$ cat config.mk
export PLATFORM = sky130hd
export DESIGN_NAME = instr_decoder
export DESIGN_NICKNAME = d
export VERILOG_FILES = /design/src/hw/spu_pkg.sv /design/src/hw/instr_decoder.sv
export SDC_FILE = /design/constraint.sdc
export NUM_CORES = 1
export LEC_CHECK = 0
export BUFFER_PORTS_ARGS = -buffer_cell sky130_fd_sc_hd__buf_4
export CAP_MARGIN = 15
export CORE_AREA = 2 2 39 41
export DETAILED_ROUTE_END_ITERATION = 10
export DIE_AREA = 0 0 41 43
export SLEW_MARGIN = 15
export SYNTH_ARGS = -nofsm -noshare
export SYNTH_HDL_FRONTEND = slang
export SYNTH_SLANG_ARGS = --single-unit
$ cat constraint.sdc
create_clock -name vclk -period 1
set_clock_uncertainty 0.05 [all_clocks]
set_input_delay 0.1 -clock vclk [all_inputs]
set_output_delay 0.1 -clock vclk [all_outputs]
set_load 0.1 [all_outputs]
$ cat src/hw/spu_pkg.sv
// Shared widths, opcode values and enums for the SIMD multiply unit
// Imported by every RTL module and by the testbench
`default_nettype none

package spu_pkg;

  // Register geometry
  localparam int LANES  = 4;
  localparam int WORD_W = 32;
  localparam int HALF_W = 16;
  localparam int REG_W  = LANES * WORD_W;

  // Instruction fields
  localparam int ADDR_W   = 7;
  localparam int OPCODE_W = 11;
  // Only the low 10 bits carry the immediate for RI10
  localparam int IMM_W    = 18;

  // Result registers between issue and write-back
  localparam int PIPE_STAGES = 6;

  typedef logic [WORD_W-1:0] word_t;
  typedef logic [REG_W-1:0]  reg128_t;
  typedef logic [ADDR_W-1:0] addr_t;

  // Formats not listed here are killed by the decoder
  typedef enum logic [2:0] {
    FMT_RR   = 3'd0,
    FMT_RRR  = 3'd1,
    FMT_RI10 = 3'd4
  } instr_format_e;

  // Operation handed to each lane
  typedef enum logic [2:0] {
    OP_NONE,
    OP_MPY,
    OP_MPYU,
    OP_MPYH,
    OP_MPYS,
    OP_MPYA,
    OP_MPYI,
    OP_MPYUI
  } mul_op_e;

  // RR opcodes, full 11 bits
  localparam logic [OPCODE_W-1:0] OPC_MPY  = 11'b01111000100;
  localparam logic [OPCODE_W-1:0] OPC_MPYU = 11'b01111001100;
  localparam logic [OPCODE_W-1:0] OPC_MPYH = 11'b01111000101;
  localparam logic [OPCODE_W-1:0] OPC_MPYS = 11'b01111000111;
  // RRR opcode, low 4 bits
  localparam logic [3:0] OPC_MPYA = 4'b1100;
  // RI10 opcodes, low 8 bits
  localparam logic [7:0] OPC_MPYI  = 8'b01110100;
  localparam logic [7:0] OPC_MPYUI = 8'b01110101;

endpackage

`default_nettype wire
$ cat src/hw/instr_decoder.sv
// Decodes format and opcode into a lane operation for the multiply path
// Also flags instructions that must enter the pipe as bubbles
// Purely combinational, sits in front of the lanes and the result pipe
`timescale 1ns/1ps
`default_nettype none

module instr_decoder
  import spu_pkg::*;
(
  input  instr_format_e              instr_format,
  input  logic          [OPCODE_W-1:0] opcode,
  input  logic                       branch_taken,
  output mul_op_e                    mul_op,
  output logic                       kill
);

  // Nop lives in the RR space with the top ten opcode bits clear
  logic is_nop;

  always_comb begin
    mul_op = OP_NONE;
    case (instr_format)
      // Full 11-bit opcode compare
      FMT_RR: begin
        case (opcode)
          OPC_MPY:  mul_op = OP_MPY;
          OPC_MPYU: mul_op = OP_MPYU;
          OPC_MPYH: mul_op = OP_MPYH;
          OPC_MPYS: mul_op = OP_MPYS;
          default:  mul_op = OP_NONE;
        endcase
      end
      // Three-source format, opcode in the low bits
      FMT_RRR: begin
        if (opcode[$bits(OPC_MPYA)-1:0] == OPC_MPYA) begin
          mul_op = OP_MPYA;
        end
      end
      // Immediate format, 8-bit opcode
      FMT_RI10: begin
        case (opcode[$bits(OPC_MPYI)-1:0])
          OPC_MPYI:  mul_op = OP_MPYI;
          OPC_MPYUI: mul_op = OP_MPYUI;
          default:   mul_op = OP_NONE;
        endcase
      end
      // Unused formats stay OP_NONE
      default: mul_op = OP_NONE;
    endcase
  end

  assign is_nop = (instr_format == FMT_RR) && (opcode[OPCODE_W-1:1] == '0);

  // Taken branch squashes whatever was issued this cycle
  // Unknown encodings are zeroed the same way
  assign kill = branch_taken || is_nop || (mul_op == OP_NONE);

endmodule

`default_nettype wire

==> flow_metrics.env <==
export IMPL_postCtsHoldBufs=0
export IMPL_violations="negative setup slack"
export IMPL_holdPathStages=4
export IMPL_yosys_area_share_simple_pct=64.7
export IMPL_crit_path_end_kind="output pin"
export IMPL_hold_class="primary input to output pin"
export IMPL_final_layout_size_suffix_gt1_share_pct=74.5
export IMPL_fin_crit_sh_pct=147
export IMPL_slew_headroom_pct=78.1
export IMPL_post_route_drc_count=0
export IMPL_rsz0062_at_grt="true"
export IMPL_wl_met3_microns=67
export IMPL_antenna_found_initial=0
export IMPL_grt_max_degree=5
export IMPL_grt_use_total_pct=10.7
export IMPL_worstPathArrival_ns=1.32
export IMPL_min_from="branch_taken"
export IMPL_fin_nets=72
export IMPL_fin_setup_tns_ns=-1.72
export IMPL_synth_area_mux_share_pct=0
export IMPL_routed_via_density=4.87
export IMPL_synth_top_family_by_area="simple AND/OR/NAND/NOR gates"
export IMPL_fin_util_pct=42.0
export IMPL_grt_pass1_vias=290
export IMPL_ant_nets=0
export IMPL_die_y_microns=43
export IMPL_fill_cells=146
export IMPL_startpoint_type="primary input"
export IMPL_status="finished with violations"
export IMPL_ys_warn_count=0
export IMPL_met2_length_microns=488
export IMPL_critPathMaxFanout=3
export IMPL_ir_worst_vdd_mv=0.0865
export IMPL_place_congestion=0.818
export IMPL_synth_area_sq_um=195
export IMPL_avgRoutedWirePerCell_microns=12.7
export IMPL_grt_remaining_overflow=0
export IMPL_antenna_diode_count=0
export IMPL_timing_final_ws_setup_ns=-0.473
export IMPL_start_util_pct=14.1
export IMPL_io_pins=19
export IMPL_worst_pin_slew_ns=0.328
export IMPL_fmax_mhz=679
export IMPL_synth_fa_ha_area_share_pct=0
export IMPL_grt_pass1_wl_microns=1320
export IMPL_seq_area_sq_um=0
export IMPL_flow_area_growth_from_synthesis_pct=198
export IMPL_critPathKind="primary input to output pin"
export IMPL_drv_slew=0
export IMPL_yosysUniqueCellTypes=20
export IMPL_power_density_nw_per_um2=251
export IMPL_layoutNonFillerInstCount=71
export IMPL_hold_end="kill"
export IMPL_setup_viol=4
export IMPL_port_buffers=19
export IMPL_syn_num_nets=41
export IMPL_drt_iter0_drc=14
export IMPL_die_area_sq_um=1760
export IMPL_p_leak_nw=0.275
export IMPL_dp_hpwl_microns=728
export IMPL_hold_violations=0
export IMPL_synthCells=26
export IMPL_die_width_microns=41
export IMPL_wl_met1_microns=348
export IMPL_coreArea_sq_um=1380
export IMPL_row_count=14
export IMPL_drv_cap=0
export IMPL_ys_seq_area_share_pct=0
export IMPL_critPathRequiredTime_ns=0.85
export IMPL_top_layer="met3"
export IMPL_vias=346
export IMPL_synth_xor_area_share_pct=4.49
export IMPL_finalCriticalPeriod_ns=1.47
export IMPL_clkbuf_count=0
export IMPL_place_inst=70
export IMPL_seq_cell_count=0
export IMPL_drt_pass1_iterations=4
export IMPL_synth_compound_area_share_pct=28.8
export IMPL_postSynthAreaPerCell_sq_um=7.51
export IMPL_drt_total_wl_microns=905
## metrics by stage
stage	worst slack (ns)	hold WS [ns]	instance area, sq um	total power [W]
floorplan	-1.00	0.393	253	0.0000377
global placement	-0.552	0.616	483	0.000129
detailed placement	-0.554	0.617	483	0.000130
CTS	-0.477	0.523	551	0.000137
global route	-0.529	0.541	582	0.000157
finish	-0.473	0.516	582	0.000146
## cell families (layout without fill, tap and decap cells)
family,Yosys count,after routing
AO/OA/AOI/OAI,7,7
XOR/XNOR,1,1
buffers and inverters,1,30
AND/OR/NAND/NOR,17,17
## cells in the mapped netlist
library cell / n / area (sq um)
nor4_4: 1 / 21.3
nand4_1: 3 / 18.8
xor2_1: 1 / 8.76
nand2_1: 2 / 7.51
o311ai_1: 2 / 17.5
nor4_1: 1 / 6.26
inv_1: 1 / 3.75
nor3_1: 1 / 5.00
and2_1: 1 / 6.26
o21ai_1: 1 / 5.00
nand3_2: 1 / 10.0
o31ai_2: 1 / 12.5
nor4b_2: 1 / 15.0
a41oi_1: 1 / 8.76
nor4bb_1: 1 / 10.0
o21ai_0: 1 / 5.00
nand3_1: 2 / 10.0
nor4b_1: 1 / 8.76
o31ai_1: 1 / 7.51
nor2_1: 2 / 7.51
## placed cells by master (no fill, tap or decap), types with 2 or more instances in the layout
| cell | n |
|---|---|
| nor2_1 | 2 |
| o311ai_4 | 2 |
| nand3_2 | 2 |
| buf_6 | 4 |
| buf_12 | 4 |
| nand4_1 | 3 |
| buf_4 | 21 |
## worst max-delay path, cell delays in order
cell,delay (ns)
buf_6,0.10
nor4_4,0.34
nand2_2,0.12
buf_6,0.14
o311ai_4,0.30
buf_12,0.22
## per-layer routing
layer  up-vias  track usage (%)
li1        170                -
met1       160             14.6
met2        16             18.8
met3         0            0.524
met4         0                0
met5         -                0
## worst max path at each step
stage | startpoint | endpoint | slack [ns]
finish | opcode[10] | mul_op[0] | -0.47
detailed placement | opcode[4] | mul_op[0] | -0.55
CTS | opcode[4] | mul_op[0] | -0.48
floorplan | opcode[6] | kill | -1.00
global route | opcode[10] | mul_op[0] | -0.53
global placement | opcode[4] | mul_op[0] | -0.55
## repair_timing
item	in CTS	in global routing
resized for setup	16	5
buffers inserted	0	1
endpoints found under the setup margin	4	4
pin swaps	4	3
## final cells by class
cell class	count	area (sq um)	share of cell area, %
inverter	1	3.75	0.645
timing repair buffer	29	283	48.6
tap	16	20.0	3.44
multi-input combinational	25	275	47.3
## power breakdown
| part | leakage (nW) | total [W] | switching, W | internal, W |
|---|---|---|---|---|
| clock | 0 | 0 | 0 | 0 |
| sequential | 0 | 0 | 0 | 0 |
| combinational | 0.275 | 0.000146 | 0.0000674 | 0.0000788 |
| total | 0.275 | 0.000146 | 0.0000674 | 0.0000788 |
Note: power is estimated with default switching activity, not from simulation.
