### src/hw/spu_pkg.sv
// Shared widths, opcode values and enums for the SIMD multiply unit
// Imported by every RTL module and by the testbench
`default_nettype none

package spu_pkg;

  // Register geometry
  localparam int LANES  = 4;
  localparam int WORD_W = 32;
  localparam int HALF_W = 16;
  localparam int REG_W  = LANES * WORD_W;

  // Instruction fields
  localparam int ADDR_W   = 7;
  localparam int OPCODE_W = 11;
  // Only the low 10 bits carry the immediate for RI10
  localparam int IMM_W    = 18;

  // Result registers between issue and write-back
  localparam int PIPE_STAGES = 6;

  typedef logic [WORD_W-1:0] word_t;
  typedef logic [REG_W-1:0]  reg128_t;
  typedef logic [ADDR_W-1:0] addr_t;

  // Formats not listed here are killed by the decoder
  typedef enum logic [2:0] {
    FMT_RR   = 3'd0,
    FMT_RRR  = 3'd1,
    FMT_RI10 = 3'd4
  } instr_format_e;

  // Operation handed to each lane
  typedef enum logic [2:0] {
    OP_NONE,
    OP_MPY,
    OP_MPYU,
    OP_MPYH,
    OP_MPYS,
    OP_MPYA,
    OP_MPYI,
    OP_MPYUI
  } mul_op_e;

  // RR opcodes, full 11 bits
  localparam logic [OPCODE_W-1:0] OPC_MPY  = 11'b01111000100;
  localparam logic [OPCODE_W-1:0] OPC_MPYU = 11'b01111001100;
  localparam logic [OPCODE_W-1:0] OPC_MPYH = 11'b01111000101;
  localparam logic [OPCODE_W-1:0] OPC_MPYS = 11'b01111000111;
  // RRR opcode, low 4 bits
  localparam logic [3:0] OPC_MPYA = 4'b1100;
  // RI10 opcodes, low 8 bits
  localparam logic [7:0] OPC_MPYI  = 8'b01110100;
  localparam logic [7:0] OPC_MPYUI = 8'b01110101;

endpackage

`default_nettype wire
### src/hw/result_pipe.sv
// Fixed-latency result pipe feeding the write-back port
// Carries data, destination and write flag through PIPE_STAGES registers
// Killed instructions enter as all-zero bubbles
`timescale 1ns/1ps
`default_nettype none

module result_pipe
  import spu_pkg::*;
(
  input  logic    clock,
  input  logic    reset,
  input  logic    kill,
  input  reg128_t data_in,
  input  addr_t   addr_in,
  input  logic    write_in,
  output reg128_t data_out,
  output addr_t   addr_out,
  output logic    write_out
);

  // Stage 0 is the entry, the top stage drives the outputs
  reg128_t [PIPE_STAGES-1:0] data_q;
  addr_t   [PIPE_STAGES-1:0] addr_q;
  logic    [PIPE_STAGES-1:0] write_q;
  // Marks stages holding a squashed entry
  logic    [PIPE_STAGES-1:0] kill_q;

  // Entry values after squash
  reg128_t data_next;
  addr_t   addr_next;
  logic    write_next;

  assign data_next  = kill ? '0 : data_in;
  assign addr_next  = kill ? '0 : addr_in;
  assign write_next = kill ? 1'b0 : write_in;

  always_ff @(posedge clock) begin
    if (reset) begin
      data_q  <= '0;
      addr_q  <= '0;
      write_q <= '0;
      kill_q  <= '0;
    end else begin
      // Shift everything up one stage each cycle
      data_q  <= {data_q[PIPE_STAGES-2:0], data_next};
      addr_q  <= {addr_q[PIPE_STAGES-2:0], addr_next};
      write_q <= {write_q[PIPE_STAGES-2:0], write_next};
      kill_q  <= {kill_q[PIPE_STAGES-2:0], kill};
    end
  end

  assign data_out  = data_q[PIPE_STAGES-1];
  assign addr_out  = addr_q[PIPE_STAGES-1];
  assign write_out = write_q[PIPE_STAGES-1];

  // Whole chain is clean once reset has been seen
  assert property (@(posedge clock)
    reset |=> (data_q == '0) && (addr_q == '0) && (write_q == '0))
    else $error("result pipe not cleared by reset");

  // A bubble stays a bubble all the way up the chain
  for (genvar s = 0; s < PIPE_STAGES; s++) begin : gen_kill_chk
    assert property (@(posedge clock) disable iff (reset)
      kill_q[s] |-> (data_q[s] == '0) && (addr_q[s] == '0) && !write_q[s])
      else $error("killed entry carries payload in stage %0d", s);
  end

endmodule

`default_nettype wire

### config.mk
export PLATFORM = sky130hd
export DESIGN_NAME = result_pipe
export DESIGN_NICKNAME = d
export VERILOG_FILES = /design/src/hw/spu_pkg.sv /design/src/hw/result_pipe.sv
export SDC_FILE = /design/constraint.sdc
export NUM_CORES = 1
export LEC_CHECK = 0
export ABC_AREA = 1
export BUFFER_PORTS_ARGS = -buffer_cell sky130_fd_sc_hd__buf_2
export CORE_MARGIN = 5
export CORE_UTILIZATION = 45
export DETAILED_ROUTE_END_ITERATION = 16
export SYNTH_ARGS = -nofsm -noshare
export SYNTH_HDL_FRONTEND = slang
export SYNTH_SLANG_ARGS = --single-unit
export TNS_END_PERCENT = 5
### constraint.sdc
create_clock -name clock -period 1.85 [get_ports clock]
set_input_delay 0.0925 -clock clock [delete_from_list [all_inputs] [get_ports clock]]
set_output_delay 0.0925 -clock clock [all_outputs]
set_load 0.005 [all_outputs]
==> impl_metrics.json <==
{
  "finalSetupTns_ns": 0,
  "synth_area_leaders": "dfxtp_1, inv_1, nor2_1, buf_4, buf_6",
  "grtUsageMet2_pct": 22.45,
  "crit_arrival_ns": 1.70,
  "cts_resized": 0,
  "vias": 13854,
  "grt_overflow_total": 0,
  "fp.dieH_um": 241.5,
  "r2r.worst_path.cells": 2,
  "status": "complete, no violations",
  "syn_inst": 2676,
  "vdd_drop_max_mv": 0.6810,
  "setup_violations": 0,
  "maxSlewViolCount": 0,
  "synth.distinct_cells": 8,
  "routed_wl_um": 38690,
  "startpoint": "reset",
  "yosysSeqAreaShare_pct": 67.74,
  "grt_max_degree": 155,
  "via_per_inst": 3.741,
  "maxCapViolations": 0,
  "period_share_pct": 65.99,
  "place_inst": 3428,
  "die_area_mm2": 0.05832,
  "fin_cells": 3703,
  "seq_area_mm2": 0.01634,
  "drcViolationCount": 0,
  "synth_top_area_share_pct": 67.74,
  "p_leak_nw": 12.97,
  "groute.layer.met1.usage_pct": 16.60,
  "io_pins": 275,
  "clock_tree.root_cell": "clkbuf_16",
  "layout.nets": 3099,
  "io_buffers": 274,
  "path_max_fanout": 39,
  "initial_utilization_pct": 45.61,
  "cp.required_ns": 2.33,
  "firstDrtPassIters": 4,
  "fill_cells": 4644,
  "ant_nets": 0,
  "cts_hold_buf": 137,
  "final-hold-violation-count": 0,
  "met3_usage_pct": 3.017,
  "critPathCaptureType": "register",
  "clk_pin_slew_ns": 0.06,
  "yosys.area.top_type": "dfxtp_1",
  "htreeDepth": 3,
  "grt_first_pass_wirelength_um": 64390,
  "clk_path_buf_depth": 3,
  "clock_latency_ns": 0.59,
  "hpwl_um": 23820,
  "syn_avg_cell_area_um2": 9.011,
  "clock_skew_ns": 0.01202,
  "relSlewSlack_pct": 57.13,
  "startpoint_type": "input port",
  "min-delay-start": "kill",
  "r2r-start": "addr_q[33]$_SDFF_PP0_",
  "p_per_area_mw_per_mm2": 1212,
  "cts.sinks": 816,
  "rsz0062_at_grt": "no",
  "hold_depth": 4,
  "cts_inserted_buffers": 81,
  "grt_busiest_layer": "met2",
  "tightest_slew_ns": 0.6431,
  "drtIter0Drc": 550,
  "drive_above_1_share_pct": 13.70,
  "synth-seq-cells": 816,
  "gp_congestion": 0.7628,
  "min_to": "data_q[23]$_SDFF_PP0_",
  "r2r-end": "addr_out[5]$_SDFF_PP0_",
  "cts_tree": "built",
  "grt_pass1_vias": 13661,
  "die_w_um": 241.5,
  "r2r_slack_ns": 1.30,
  "fmax_ghz": 0.8191,
  "cts_setup_buffers": 0,
  "yosysWarnings": 0,
  "synthesis.nets": 2815,
  "antenna_found_initial": 0,
  "layout_min_cycle_time_ns": 1.221,
  "hp-class": "input port to register",
  "crit_type": "input port to register",
  "syn_to_final_growth_pct": 20.49,
  "core_area_mm2": 0.05287,
  "netlist_area_mm2": 0.02411,
  "multi_input_area_mm2": 0.003074,
  "track_usage_pct": 13.45,
  "wl_per_cell_um": 10.45,
  "rows": 84
}
-- cell families (layout without fill, tap and decap cells) --
family | count (synthesis) | after routing | synth area share [%]
and+or+nand+nor | 817 | 817 | 12.73
DFF | 816 | 816 | 67.74
other | 0 | 1 | 0
buffers and inverters | 1043 | 1381 | 19.53
-- worst max path at each step --
stage                              to  slack (ns)  depth (start not counted)
4_1_cts                 data_out[122]        0.60                          1
6_report       data_q[101]$_SDFF_PP0_        0.63                          6
2_1_floorplan  data_q[100]$_SDFF_PP0_        1.06                          6
5_1_grt        data_q[101]$_SDFF_PP0_        0.53                          6
3_3_place_gp   data_q[104]$_SDFF_PP0_        0.63                          5
3_5_place_dp   data_q[101]$_SDFF_PP0_        0.60                          5
-- metrics by stage --
step	hold WS [ns]	area [µm²]	util (%)	total power (W)	setup WS [ns]
2_1_floorplan	0.2047	24110	-	0.01888	1.060
3_3_place_gp	0.3100	24990	47.26	0.01914	0.6273
3_5_place_dp	0.3105	24990	47.26	0.01916	0.5994
4_1_cts	0.09362	29050	54.96	0.03576	0.6000
5_1_grt	0.1661	29050	54.96	0.03672	0.5324
6_report	0.1280	29060	54.96	0.03523	0.6291
-- layer usage --
metal | wire (µm) | part of all wire (%) | vias up
met2 | 18110 | 47 | 249
met3 | 1932 | 5.0 | 102
li1 | - | - | 7628
met1 | 17250 | 45 | 5875
met5 | 0 | 0 | -
met4 | 1393 | 3.6 | 0
-- registers in the layout, summed over array words and instances (netlist names) --
register	flops
addr_q	35
data_out	128
data_q	640
addr_out	7
write_q	6
-- cells in the final DEF (no fill, tap or decap), types with 2 or more instances in the layout --
master,n
buf_12,12
buf_2,273
buf_4,3
bufinv_16,8
clkbuf_1,15
clkbuf_16,85
clkbuf_8,12
clkinv_2,10
clkinv_4,2
clkinvlp_4,3
dfxtp_1,816
dlygate4sd3_1,137
inv_1,817
inv_6,2
nor2_1,816
-- worst max-delay path, cell delays in order --
cell and delay, ns:
dlygate4sd3_1 0.57, buf_8 0.20, inv_2 0.06, nand2_4 0.39, buf_12 0.26, nor2_1 0.06
-- layout make-up --
| cell class | count | area share, % |
|---|---|---|
| Timing Repair Buffer | 426 | 10.38 |
| Multi-Input combinational cell | 817 | 10.58 |
| Antenna cell | 1 | 0.008613 |
| Clock buffer | 112 | 8.083 |
| Sequential cell | 816 | 56.22 |
| Inverter | 818 | 10.57 |
| Tap cell | 688 | 2.963 |
| Clock inverter | 25 | 1.197 |
-- where the power goes --
part | switching [W] | total [W] | internal [W]
Clock | 0.00628 | 0.0162 | 0.00995
Combinational | 0.000566 | 0.00104 | 0.000478
Sequential | 0.0000744 | 0.0180 | 0.0179
Total | 0.00692 | 0.0352 | 0.0283
-- cell usage after synthesis --
cell type / number
buf_2: 62
buf_4: 135
buf_6: 28
dfxtp_1: 816
inv_1: 817
inv_2: 1
nand2_2: 1
nor2_1: 816
Power figures use the tool's default switching activity.
